### src/trace_capture_params.svh
// trace capture sizes, fill limit, credit pool and sequencer delays
`ifndef TRACE_CAPTURE_PARAMS_SVH
`define TRACE_CAPTURE_PARAMS_SVH

// trace word and ring buffer geometry
`define TC_DATA_WIDTH    32
`define TC_ADDR_WIDTH    4
`define TC_DEPTH         16

// writes stop two words short of a full buffer
`define TC_FILL_LIMIT    14

// output credit pool
`define TC_CREDIT_WIDTH  4
`define TC_INIT_CREDITS  4

// sequencer delays in clock cycles
`define TC_SETTLE_CYCLES 7
`define TC_FLUSH_CYCLES  7

`endif
### src/trace_capture_pkg.sv
// trace capture types shared by the sequencer, data path and testbench
`default_nettype none

`include "trace_capture_params.svh"

package trace_capture_pkg;

   typedef logic [`TC_DATA_WIDTH-1:0]   trace_word_t;
   typedef logic [`TC_ADDR_WIDTH-1:0]   buf_addr_t;

   // one bit wider than an address so a full buffer can be counted
   typedef logic [`TC_ADDR_WIDTH:0]     fill_level_t;

   typedef logic [`TC_CREDIT_WIDTH-1:0] credit_t;

   // run sequencing states
   typedef enum logic [1:0] {
      SEQ_IDLE     = 2'd0,
      SEQ_STREAM   = 2'd1,
      SEQ_WR_FLUSH = 2'd2,
      SEQ_RD_FLUSH = 2'd3
   } seq_state_t;

endpackage

`default_nettype wire

### src/trace_capture_top.sv
// streaming trace capture controller with internal ring buffer and credit output
`timescale 1ns/1ps
`default_nettype none

module trace_capture_top
   import trace_capture_pkg::*;
(
   input  logic        clk,
   input  logic        arst_n,
   input  logic        start,
   input  logic        stop,
   input  logic        in_valid,
   input  trace_word_t in_data,
   output logic        in_ready,
   output logic        out_valid,
   output trace_word_t out_data,
   input  logic        out_credit,
   output logic        busy
);

   // sequencing
   logic        timer_load;
   fill_level_t timer_cycles;
   logic        timer_done;
   logic        wr_en;
   logic        rd_en;
   logic        wr_pipe_empty;
   logic        store_empty;

   // buffer access
   logic        wr_req;
   buf_addr_t   wr_addr;
   trace_word_t wr_data;
   logic        wr_gnt;
   logic        rd_req;
   buf_addr_t   rd_addr;
   logic        rd_gnt;
   logic        ram_we;
   buf_addr_t   ram_addr;
   trace_word_t ram_wdata;
   trace_word_t ram_rdata;

   capture_sequencer u_seq (
      .clk           (clk),
      .arst_n        (arst_n),
      .start         (start),
      .stop          (stop),
      .wr_pipe_empty (wr_pipe_empty),
      .store_empty   (store_empty),
      .timer_done    (timer_done),
      .timer_load    (timer_load),
      .timer_cycles  (timer_cycles),
      .wr_en         (wr_en),
      .rd_en         (rd_en),
      .busy          (busy),
      .state         ()
   );

   flush_timer u_timer (
      .clk    (clk),
      .arst_n (arst_n),
      .load   (timer_load),
      .cycles (timer_cycles),
      .done   (timer_done)
   );

   capture_writer u_writer (
      .clk        (clk),
      .arst_n     (arst_n),
      .en         (wr_en),
      .in_valid   (in_valid),
      .in_data    (in_data),
      .in_ready   (in_ready),
      .wr_req     (wr_req),
      .wr_addr    (wr_addr),
      .wr_data    (wr_data),
      .wr_gnt     (wr_gnt),
      .pipe_empty (wr_pipe_empty)
   );

   store_arbiter u_arb (
      .clk         (clk),
      .arst_n      (arst_n),
      .wr_req      (wr_req),
      .wr_addr     (wr_addr),
      .wr_data     (wr_data),
      .wr_gnt      (wr_gnt),
      .rd_req      (rd_req),
      .rd_addr     (rd_addr),
      .rd_gnt      (rd_gnt),
      .ram_we      (ram_we),
      .ram_addr    (ram_addr),
      .ram_wdata   (ram_wdata),
      .store_empty (store_empty)
   );

   trace_ram u_ram (
      .clk   (clk),
      .we    (ram_we),
      .addr  (ram_addr),
      .wdata (ram_wdata),
      .rdata (ram_rdata)
   );

   readout_control u_readout (
      .clk         (clk),
      .arst_n      (arst_n),
      .en          (rd_en),
      .store_empty (store_empty),
      .rd_req      (rd_req),
      .rd_addr     (rd_addr),
      .rd_gnt      (rd_gnt),
      .ram_rdata   (ram_rdata),
      .out_valid   (out_valid),
      .out_data    (out_data),
      .out_credit  (out_credit)
   );

endmodule

`default_nettype wire

### src/readout_control.sv
// in-order buffer readout paced by output credits
`timescale 1ns/1ps
`default_nettype none

`include "trace_capture_params.svh"

module readout_control
   import trace_capture_pkg::*;
(
   input  logic        clk,
   input  logic        arst_n,
   input  logic        en,
   input  logic        store_empty,
   output logic        rd_req,
   output buf_addr_t   rd_addr,
   input  logic        rd_gnt,
   input  trace_word_t ram_rdata,
   output logic        out_valid,
   output trace_word_t out_data,
   input  logic        out_credit
);

   buf_addr_t rd_ptr;
   credit_t   credits;
   logic      rd_pend;

   // a credit is reserved at the grant, so in-flight words are already paid for
   assign rd_req  = en & ~store_empty & (credits != '0);
   assign rd_addr = rd_ptr;

   always_ff @(posedge clk or negedge arst_n) begin
      if (!arst_n) begin
         rd_ptr    <= '0;
         credits   <= credit_t'(`TC_INIT_CREDITS);
         rd_pend   <= 1'b0;
         out_valid <= 1'b0;
      end else begin
         if (rd_gnt) begin
            rd_ptr <= (rd_ptr == buf_addr_t'(`TC_DEPTH - 1)) ? '0 : rd_ptr + 1'b1;
         end

         case ({rd_gnt, out_credit})
            2'b10: credits <= credits - 1'b1;
            2'b01: begin
               // pool is capped at its reset size
               if (credits != credit_t'(`TC_INIT_CREDITS)) begin
                  credits <= credits + 1'b1;
               end
            end
            default: credits <= credits;
         endcase

         // stage 1 tracks the ram access, stage 2 is the output
         rd_pend   <= rd_gnt;
         out_valid <= rd_pend;
      end
   end

   always_ff @(posedge clk) begin
      if (rd_pend) begin
         out_data <= ram_rdata;
      end
   end

endmodule

`default_nettype wire

### src/store_arbiter.sv
// single-port buffer arbiter with read priority and fill-level write block
`timescale 1ns/1ps
`default_nettype none

`include "trace_capture_params.svh"

module store_arbiter
   import trace_capture_pkg::*;
(
   input  logic        clk,
   input  logic        arst_n,
   input  logic        wr_req,
   input  buf_addr_t   wr_addr,
   input  trace_word_t wr_data,
   output logic        wr_gnt,
   input  logic        rd_req,
   input  buf_addr_t   rd_addr,
   output logic        rd_gnt,
   output logic        ram_we,
   output buf_addr_t   ram_addr,
   output trace_word_t ram_wdata,
   output logic        store_empty
);

   fill_level_t fill;
   logic        almost_full;

   assign almost_full = (fill >= fill_level_t'(`TC_FILL_LIMIT));

   // reads always win, writes only with room left
   assign rd_gnt = rd_req;
   assign wr_gnt = wr_req & ~rd_req & ~almost_full;

   assign ram_we      = wr_gnt;
   assign ram_addr    = rd_gnt ? rd_addr : wr_addr;
   assign ram_wdata   = wr_data;
   assign store_empty = (fill == '0);

   // the grants are exclusive so one step per cycle at most
   always_ff @(posedge clk or negedge arst_n) begin
      if (!arst_n) begin
         fill <= '0;
      end else if (wr_gnt) begin
         fill <= fill + 1'b1;
      end else if (rd_gnt) begin
         fill <= fill - 1'b1;
      end
   end

endmodule

`default_nettype wire

### src/capture_writer.sv
// input holding register and write pointer feeding trace words to the buffer
`timescale 1ns/1ps
`default_nettype none

`include "trace_capture_params.svh"

module capture_writer
   import trace_capture_pkg::*;
(
   input  logic        clk,
   input  logic        arst_n,
   input  logic        en,
   input  logic        in_valid,
   input  trace_word_t in_data,
   output logic        in_ready,
   output logic        wr_req,
   output buf_addr_t   wr_addr,
   output trace_word_t wr_data,
   input  logic        wr_gnt,
   output logic        pipe_empty
);

   logic      held;
   buf_addr_t wr_ptr;

   // accept when the holding slot is free or leaving this cycle
   assign in_ready   = en & (~held | wr_gnt);
   assign wr_req     = held;
   assign wr_addr    = wr_ptr;
   assign pipe_empty = ~held;

   always_ff @(posedge clk or negedge arst_n) begin
      if (!arst_n) begin
         held   <= 1'b0;
         wr_ptr <= '0;
      end else begin
         if (in_valid && in_ready) begin
            held <= 1'b1;
         end else if (wr_gnt) begin
            held <= 1'b0;
         end
         if (wr_gnt) begin
            wr_ptr <= (wr_ptr == buf_addr_t'(`TC_DEPTH - 1)) ? '0 : wr_ptr + 1'b1;
         end
      end
   end

   always_ff @(posedge clk) begin
      if (in_valid && in_ready) begin
         wr_data <= in_data;
      end
   end

endmodule

`default_nettype wire

### src/flush_timer.sv
// loadable down-counter timing the settle and flush delays
`timescale 1ns/1ps
`default_nettype none

module flush_timer
   import trace_capture_pkg::*;
(
   input  logic        clk,
   input  logic        arst_n,
   input  logic        load,
   input  fill_level_t cycles,
   output logic        done
);

   fill_level_t count;

   // counts down to zero and stays there until reloaded
   always_ff @(posedge clk or negedge arst_n) begin
      if (!arst_n) begin
         count <= '0;
      end else if (load) begin
         count <= cycles;
      end else if (count != '0) begin
         count <= count - 1'b1;
      end
   end

   assign done = (count == '0);

endmodule

`default_nettype wire

### src/capture_sequencer.sv
// run sequencer that enables the write and read sides and drains the buffer on stop
`timescale 1ns/1ps
`default_nettype none

`include "trace_capture_params.svh"

module capture_sequencer
   import trace_capture_pkg::*;
(
   input  logic        clk,
   input  logic        arst_n,
   input  logic        start,
   input  logic        stop,
   input  logic        wr_pipe_empty,
   input  logic        store_empty,
   input  logic        timer_done,
   output logic        timer_load,
   output fill_level_t timer_cycles,
   output logic        wr_en,
   output logic        rd_en,
   output logic        busy,
   output seq_state_t  state
);

   // timer requests follow the state transitions
   always_comb begin
      timer_load   = 1'b0;
      timer_cycles = fill_level_t'(`TC_FLUSH_CYCLES);
      case (state)
         SEQ_IDLE: begin
            timer_load   = start;
            timer_cycles = fill_level_t'(`TC_SETTLE_CYCLES);
         end
         SEQ_STREAM:   timer_load = stop;
         SEQ_WR_FLUSH: timer_load = wr_pipe_empty & timer_done;
         // keep restarting until the store drains so the last reads leave the pipe
         SEQ_RD_FLUSH: timer_load = ~store_empty;
         default:      timer_load = 1'b0;
      endcase
   end

   always_ff @(posedge clk or negedge arst_n) begin
      if (!arst_n) begin
         state <= SEQ_IDLE;
         wr_en <= 1'b0;
         rd_en <= 1'b0;
         busy  <= 1'b0;
      end else begin
         case (state)
            SEQ_IDLE: begin
               if (start) begin
                  state <= SEQ_STREAM;
                  busy  <= 1'b1;
                  wr_en <= 1'b1;
               end
            end
            SEQ_STREAM: begin
               // settle delay over, start reading
               if (timer_done) begin
                  rd_en <= 1'b1;
               end
               if (stop) begin
                  state <= SEQ_WR_FLUSH;
                  wr_en <= 1'b0;
               end
            end
            SEQ_WR_FLUSH: begin
               rd_en <= 1'b1;
               if (wr_pipe_empty && timer_done) begin
                  state <= SEQ_RD_FLUSH;
               end
            end
            SEQ_RD_FLUSH: begin
               if (store_empty && timer_done) begin
                  state <= SEQ_IDLE;
                  rd_en <= 1'b0;
                  busy  <= 1'b0;
               end
            end
            default: state <= SEQ_IDLE;
         endcase
      end
   end

endmodule

`default_nettype wire

### src/trace_ram.sv
// single-port ring buffer storage with registered read data
`timescale 1ns/1ps
`default_nettype none

`include "trace_capture_params.svh"

module trace_ram (
   input  logic                      clk,
   input  logic                      we,
   input  logic [`TC_ADDR_WIDTH-1:0] addr,
   input  logic [`TC_DATA_WIDTH-1:0] wdata,
   output logic [`TC_DATA_WIDTH-1:0] rdata
);

   logic [`TC_DATA_WIDTH-1:0] mem [`TC_DEPTH];

   always_ff @(posedge clk) begin
      if (we) begin
         mem[addr] <= wdata;
      end
      // read data lands one cycle after the address
      rdata <= mem[addr];
   end

endmodule

`default_nettype wire

### config.mk
export PLATFORM = sky130hd
export DESIGN_NAME = trace_capture_top
export DESIGN_NICKNAME = d
export VERILOG_FILES = /design/src/trace_capture_pkg.sv /design/src/trace_capture_top.sv /design/src/readout_control.sv /design/src/store_arbiter.sv /design/src/capture_writer.sv /design/src/flush_timer.sv /design/src/capture_sequencer.sv /design/src/trace_ram.sv
export VERILOG_INCLUDE_DIRS = /design/src
export SDC_FILE = /design/constraint.sdc
export NUM_CORES = 1
export LEC_CHECK = 0
export ABC_CLOCK_PERIOD_IN_PS = 8320
export BUFFER_PORTS_ARGS = -buffer_cell sky130_fd_sc_hd__buf_2
export CAP_MARGIN = 15
export CELL_PAD_IN_SITES_DETAIL_PLACEMENT = 1
export CELL_PAD_IN_SITES_GLOBAL_PLACEMENT = 1
export CORE_UTILIZATION = 45
export CTS_CLUSTER_SIZE = 16
export DETAILED_ROUTE_END_ITERATION = 10
export GPL_ROUTABILITY_DRIVEN = 0
export PLACE_DENSITY_LB_ADDON = 0.12
export SLEW_MARGIN = 5
export SYNTH_ARGS = -nofsm -noshare
export SYNTH_HDL_FRONTEND = slang
export SYNTH_SLANG_ARGS = --single-unit
export TNS_END_PERCENT = 5
### constraint.sdc
create_clock -name clk -period 8.32 [get_ports clk]
set_input_delay 0.416 -clock clk [delete_from_list [all_inputs] [get_ports clk]]
set_output_delay 0.416 -clock clk [all_outputs]
set_load 0.01 [all_outputs]
# Word-level counts from Yosys, hierarchy flattened
# Memory sizes are Yosys's and may differ from the RTL's. A register that Yosys moved wholly into a read port is not among the register bits.
# Index checks and enable logic that the tools add are counted.
# totals
memories	1
register_bits	94
input_bits	38
mem_bits_rw	512
# op_classes
order_cmp	1
n_addsub	7
n_mux	26
n_reduce_logical	20
n_bitwise	11
n_eq_ne	14
# mem_list
memory	words	width	rd	rd_ports_with_merged_regs	wr	line	rtl
u_ram.mem	16	32	1	1	1	trace_ram.sv:15	logic [`TC_DATA_WIDTH-1:0] mem [`TC_DEPTH];
# op_table
operator	n
$mux 5	4
$mux 4	4
$add 4x1->4 const B	3
$reduce_bool 2->1	6
$logic_not 5->1	2
$sub 5x1->5 const B	2
$reduce_and 3->1	3
$eq 4x4->1 const B	2
$mux 1	8
$mux 2	4
$ne 2x1->1 const B	4
$pmux 2 s4	1
$pmux 4 s2	1
$and 1x1->1	6
$eq 2x2->1 const B	3
$add 5x1->5 const B	1
$ge 5x4->1 const B	1
$reduce_bool 5->1	1
$eq 2x1->1 const B	2
$ne 2x2->1 const B	2
$ne 4x3->1 const B	1
$not 1->1	4
$pmux 1 s2	2
$pmux 1 s4	1
9 further kinds	11

# Depth between registers and ports, before layout
# depth
word_depth	11
mapped_depth	13
depth_no_buf	12

# Hierarchy
# A second synthesis with hierarchy kept.
# hier_totals
hier_cells	1111
area_unflattened_um2	23933.0
# by_module_without_submodules
module	cells_each	instances	area_each_um2
trace_ram	840	1	19862.8
readout_control	76	1	1511.4
capture_writer	55	1	1197.4
store_arbiter	72	1	670.6
capture_sequencer	41	1	411.6
flush_timer	27	1	279.0

# Worst setup path after synthesis
# Ideal clock, no wire load.
# synth_path
path_kind	reg-to-reg
from	register u_readout.credits[0]
to	memory u_ram.mem[0][0] in the netlist's numbering, enable pin
n_path_buf	1
setup_time_ps	421
required_time_ps	7899
arrival_ps	3437
slack_ps	4462
stages_incl_launch_ff	9
path_cell_list	dfrtp_1 o41a_1 nand2_4 inv_4 buf_4 nor2_4 clkinv_1 or3_1 nor2_1
# synth_between
elab_chain_len	7
word_cells_on_any_way	8
# synth_rtl
item	line	rtl
start, declared	readout_control.sv:24	credit_t credits;
start signal, assigned	readout_control.sv:34	credits <= credit_t'(`TC_INIT_CREDITS);
start signal, assigned	readout_control.sv:43	2'b10: credits <= credits - 1'b1;
start signal, assigned	readout_control.sv:47	credits <= credits + 1'b1;
$reduce_bool 4->1 *	readout_control.sv:28	assign rd_req = en & ~store_empty & (credits != '0);
$and 1x1->1 *	readout_control.sv:28	
via rd_gnt	trace_capture_top.sv:37	logic rd_gnt;
$not 1->1	store_arbiter.sv:32	assign wr_gnt = wr_req & ~rd_req & ~almost_full;
$and 1x1->1 (2 in series)	store_arbiter.sv:32	
$mux 1	trace_ram.sv:18	if (we) begin
$mux 1 (implied by the code)	trace_ram.sv:19	mem[addr] <= wdata;
end, declared	trace_ram.sv:15	
# The timed path passes the listed nets; every way through them passes the cells marked *.

# Final worst setup path
# layout_path
from	register u_readout.credits[2]
to	register u_ram.rdata[18] (read register of u_ram.mem)
# layout_between
elab_chain_len	3
# layout_rtl
item	line	rtl
$reduce_bool 4->1	readout_control.sv:28	
$and 1x1->1	readout_control.sv:28	
$mux 4	store_arbiter.sv:35	assign ram_addr = rd_gnt ? rd_addr : wr_addr;
end, declared	trace_ram.sv:12	output logic [`TC_DATA_WIDTH-1:0] rdata
# Every way passes these cells.
# A chain may end at the register's enable or synchronous reset.

==> impl_metrics.csv <==
group,metric,value,unit
synth,ys_top_cells_by_count,"edfxtp_1, mux2i_1, o22ai_1",
timing,post-route-period-util,0.508,
setup_path,crit_arrival,4.68,ns
global_routing,grt_start_max_net_pins,139,
timing,min_period,4.23,ns
min_path,hold_path_class,"input pin to flip-flop",
placement,dp_cells,2017,
status,outcome,"complete, no violations",
synth,postSynthCellCount,1287,
synth,post-synth-top-count-cell,"edfxtp_1",
pwr,total_power,9.77,mW
clock_tree,h-tree-depth,3,
placement,dp.final_hpwl,27800,µm
cells_and_area,stdcell_count,2173,
floorplan,die_x,233,µm
clock_tree,numCtsBuffers,70,
clock_tree,cts_tree,"yes",
synth,synth_top_area_cell,"edfxtp_1",
floorplan,die_h,233,µm
route,ant_nets,0,
floorplan,initial_core_util,0.455,
global_routing,grt_pass1_wl,82500,µm
synth,synth_fp_nets,1341,
clock_tree,cts_buffer_depth,3,
cells_and_area,num_antenna_cells,0,
timing,setup_viol,0,
run,drv_cap,0,
timing,rsz0062_at_grt,"false",
setup_path,cp.required,8.77,ns
synth,yosys.area.top_type_share,0.723,
cells_and_area,drive_gt1_frac,0.165,
floorplan,rows,84,
global_routing,grt_overflow,0,
setup_path,end_kind,"flip-flop",
route,drcViolationCount,0,
placement,dpl_cell_area,25200,µm²
synth,synth_area_leaders,"edfxtp_1, mux2i_1, o22ai_1",
global_routing,grt_antenna_before_repair,0,
synth,seq_area_frac_synth,0.781,
timing,fin_setup_tns,0,ns
route,first_pass_iters,4,
synth,ys_seq_elements,638,
setup_path,crit_type,"flip-flop to flip-flop",
cells_and_area,area_delta_synth_final,15.8,%
route,post_drt_wl_per_cell,26.1,µm
synth,syn_area_per_cell,18.6,µm²
timing,clock_skew,0.0157,ns
timing,slew_headroom,0.252,
clock_tree,cts_resized,0,
setup_path,worstPathMaxFanout,138,
route,drt-total-wl,56800,µm
cells_and_area,stdcell_area,27700,µm²
cells_and_area,fill_cells,4779,
floorplan,coreArea,52600,µm²
synth,synth_cell_types,48,
floorplan,pin_count,73,
synth,synthFlopType,"edfxtp_1",
timing,hold_violations,0,
pwr,p_per_area,352,nW/µm²
pwr,peakVddDrop,0.395,mV
floorplan,dieArea,54100,µm²
clock_tree,clkTransAtPathRegs,0.06,ns
timing,maxSlewViolCount,0,
pwr,p_leak,9.91,nW
route,vias,12200,
synth,synthArstFlopShare,0.0470,
synth,synth_edf_count,576,
route,via_per_inst,5.59,
clock_tree,clkSinkCount,638,
clock_tree,postCtsSetupBuffers,0,
placement,port_buffers,72,
global_routing,grt_usage,0.213,
timing,fmax,237,MHz
synth,syn_area,23900,µm²
synth,yosys_warnings,0,
clock_tree,clock_latency,0.60,ns
global_routing,grt_pass1_vias,12800,
cells_and_area,layout.nets,1485,
route,first_iter_violations,754,
setup_path,critPathLaunchType,"flip-flop",
clock_tree,clk_root_buffer_cell,"clkbuf_16",
clock_tree,hold_buffers,30,
timing,worst_pin_slew,1.12,ns
-- power by group --
group	switching (mW)	internal (mW)	leakage (nW)
combinational	1.49	1.09	2.94
clock	1.23	1.81	1.13
sequential	0.259	3.89	5.85
-- metal layers --
layer  vias up  global-route usage  wire (µm)
met2       276               0.342      27000
met5         -                   0          0
li1       5463                   -          -
met4         0              0.0645        978
met3        68              0.0354       2480
met1      6348               0.299      26400
-- state kept, by name, indices dropped and copies added, names as in the netlist, 2 cells and up --
signal	count
u_arb.fill	5
u_ram.mem	512
u_ram.rdata	32
u_readout.credits	4
u_readout.out_data	32
u_readout.rd_addr	4
u_seq.state	2
u_timer.count	5
u_writer.wr_addr	4
u_writer.wr_data	32
-- cell usage in the layout, fill, tap and decap left out, drive strengths merged, types with 5 or more instances in the layout --
cell and instances:
a21o 9, a21oi 14, a31oi 6, buf 100
bufinv 5, clkbuf 93, clkinv 25, dfrtp 29
dfxtp 32, dlygate4sd3 30, edfxtp 576, ha 14
inv 12, mux2i 257, nand2 23, nor2 29
nor3 5, o21ai 11, o22ai 128, or4 32
xnor2 7
-- final timing paths --
| path | from | end | slack (ns) | depth (start not counted) |
|---|---|---|---|---|
| setup / recovery | u_readout.credits[2]$_DFFE_PN1P_ | u_ram.rdata[18]$_DFF_P_ | 4.09 | 8 |
| hold / removal | in_data[13] | u_writer.wr_data[13]$_DFFE_PP_ | 0.05 | 1 |
| setup reg to reg | u_readout.credits[2]$_DFFE_PN1P_ | u_ram.rdata[18]$_DFF_P_ | 4.09 | 8 |
| hold reg to reg | u_ram.rdata[3]$_DFF_P_ | u_readout.out_data[3]$_DFFE_PP_ | 0.40 | 0 |
| max in group asynchronous | arst_n | u_readout.rd_pend$_DFF_PN0_ | 7.41 | 2 |
| min in group asynchronous | arst_n | u_timer.count[2]$_DFFE_PN0P_ | 0.41 | 2 |
-- cell type report --
class / instances / area [µm²] / area share
Sequential cell: 638 / 18700 / 0.674
Multi-Input combinational cell: 581 / 4970 / 0.179
Clock buffer: 93 / 1950 / 0.0704
Timing Repair Buffer: 130 / 896 / 0.0323
Tap cell: 688 / 861 / 0.0311
Clock inverter: 33 / 312 / 0.0112
Inverter: 10 / 40.0 / 0.00144
-- cells by family (layout without fill, tap and decap cells) --
family | Yosys count | after routing | share of synthesized area
AOI/OAI and AO/OA | 180 | 180 | 0.0520
buffers and inverters | 68 | 266 | 0.0177
and+or+nand+nor | 113 | 113 | 0.0265
DFF | 638 | 638 | 0.781
adders and majority gates | 16 | 16 | 0.00899
xor gates and xnor gates | 11 | 11 | 0.00403
muxes | 261 | 261 | 0.110
-- critical path: stages, from the launching register on --
cell and delay, ns:
dfstp_2 0.55, o41a_1 0.20, nand2_4 0.10, inv_4 0.33
mux2i_4 0.93, buf_12 0.73, mux2i_1 0.30, o22ai_1 0.12
or4_1 0.55
-- per-stage QoR --
step / setup slack [ns] / hold WS [ns] / util
after floorplan: 4.46 / 0.120 / -
after global placement: 4.27 / 0.386 / 0.479
after detailed placement: 4.21 / 0.390 / 0.479
after CTS: 4.14 / 0.0166 / 0.528
after global routing: 3.91 / 0.0246 / 0.528
final: 4.09 / 0.0482 / 0.528
Power figures use the tool's default switching activity.
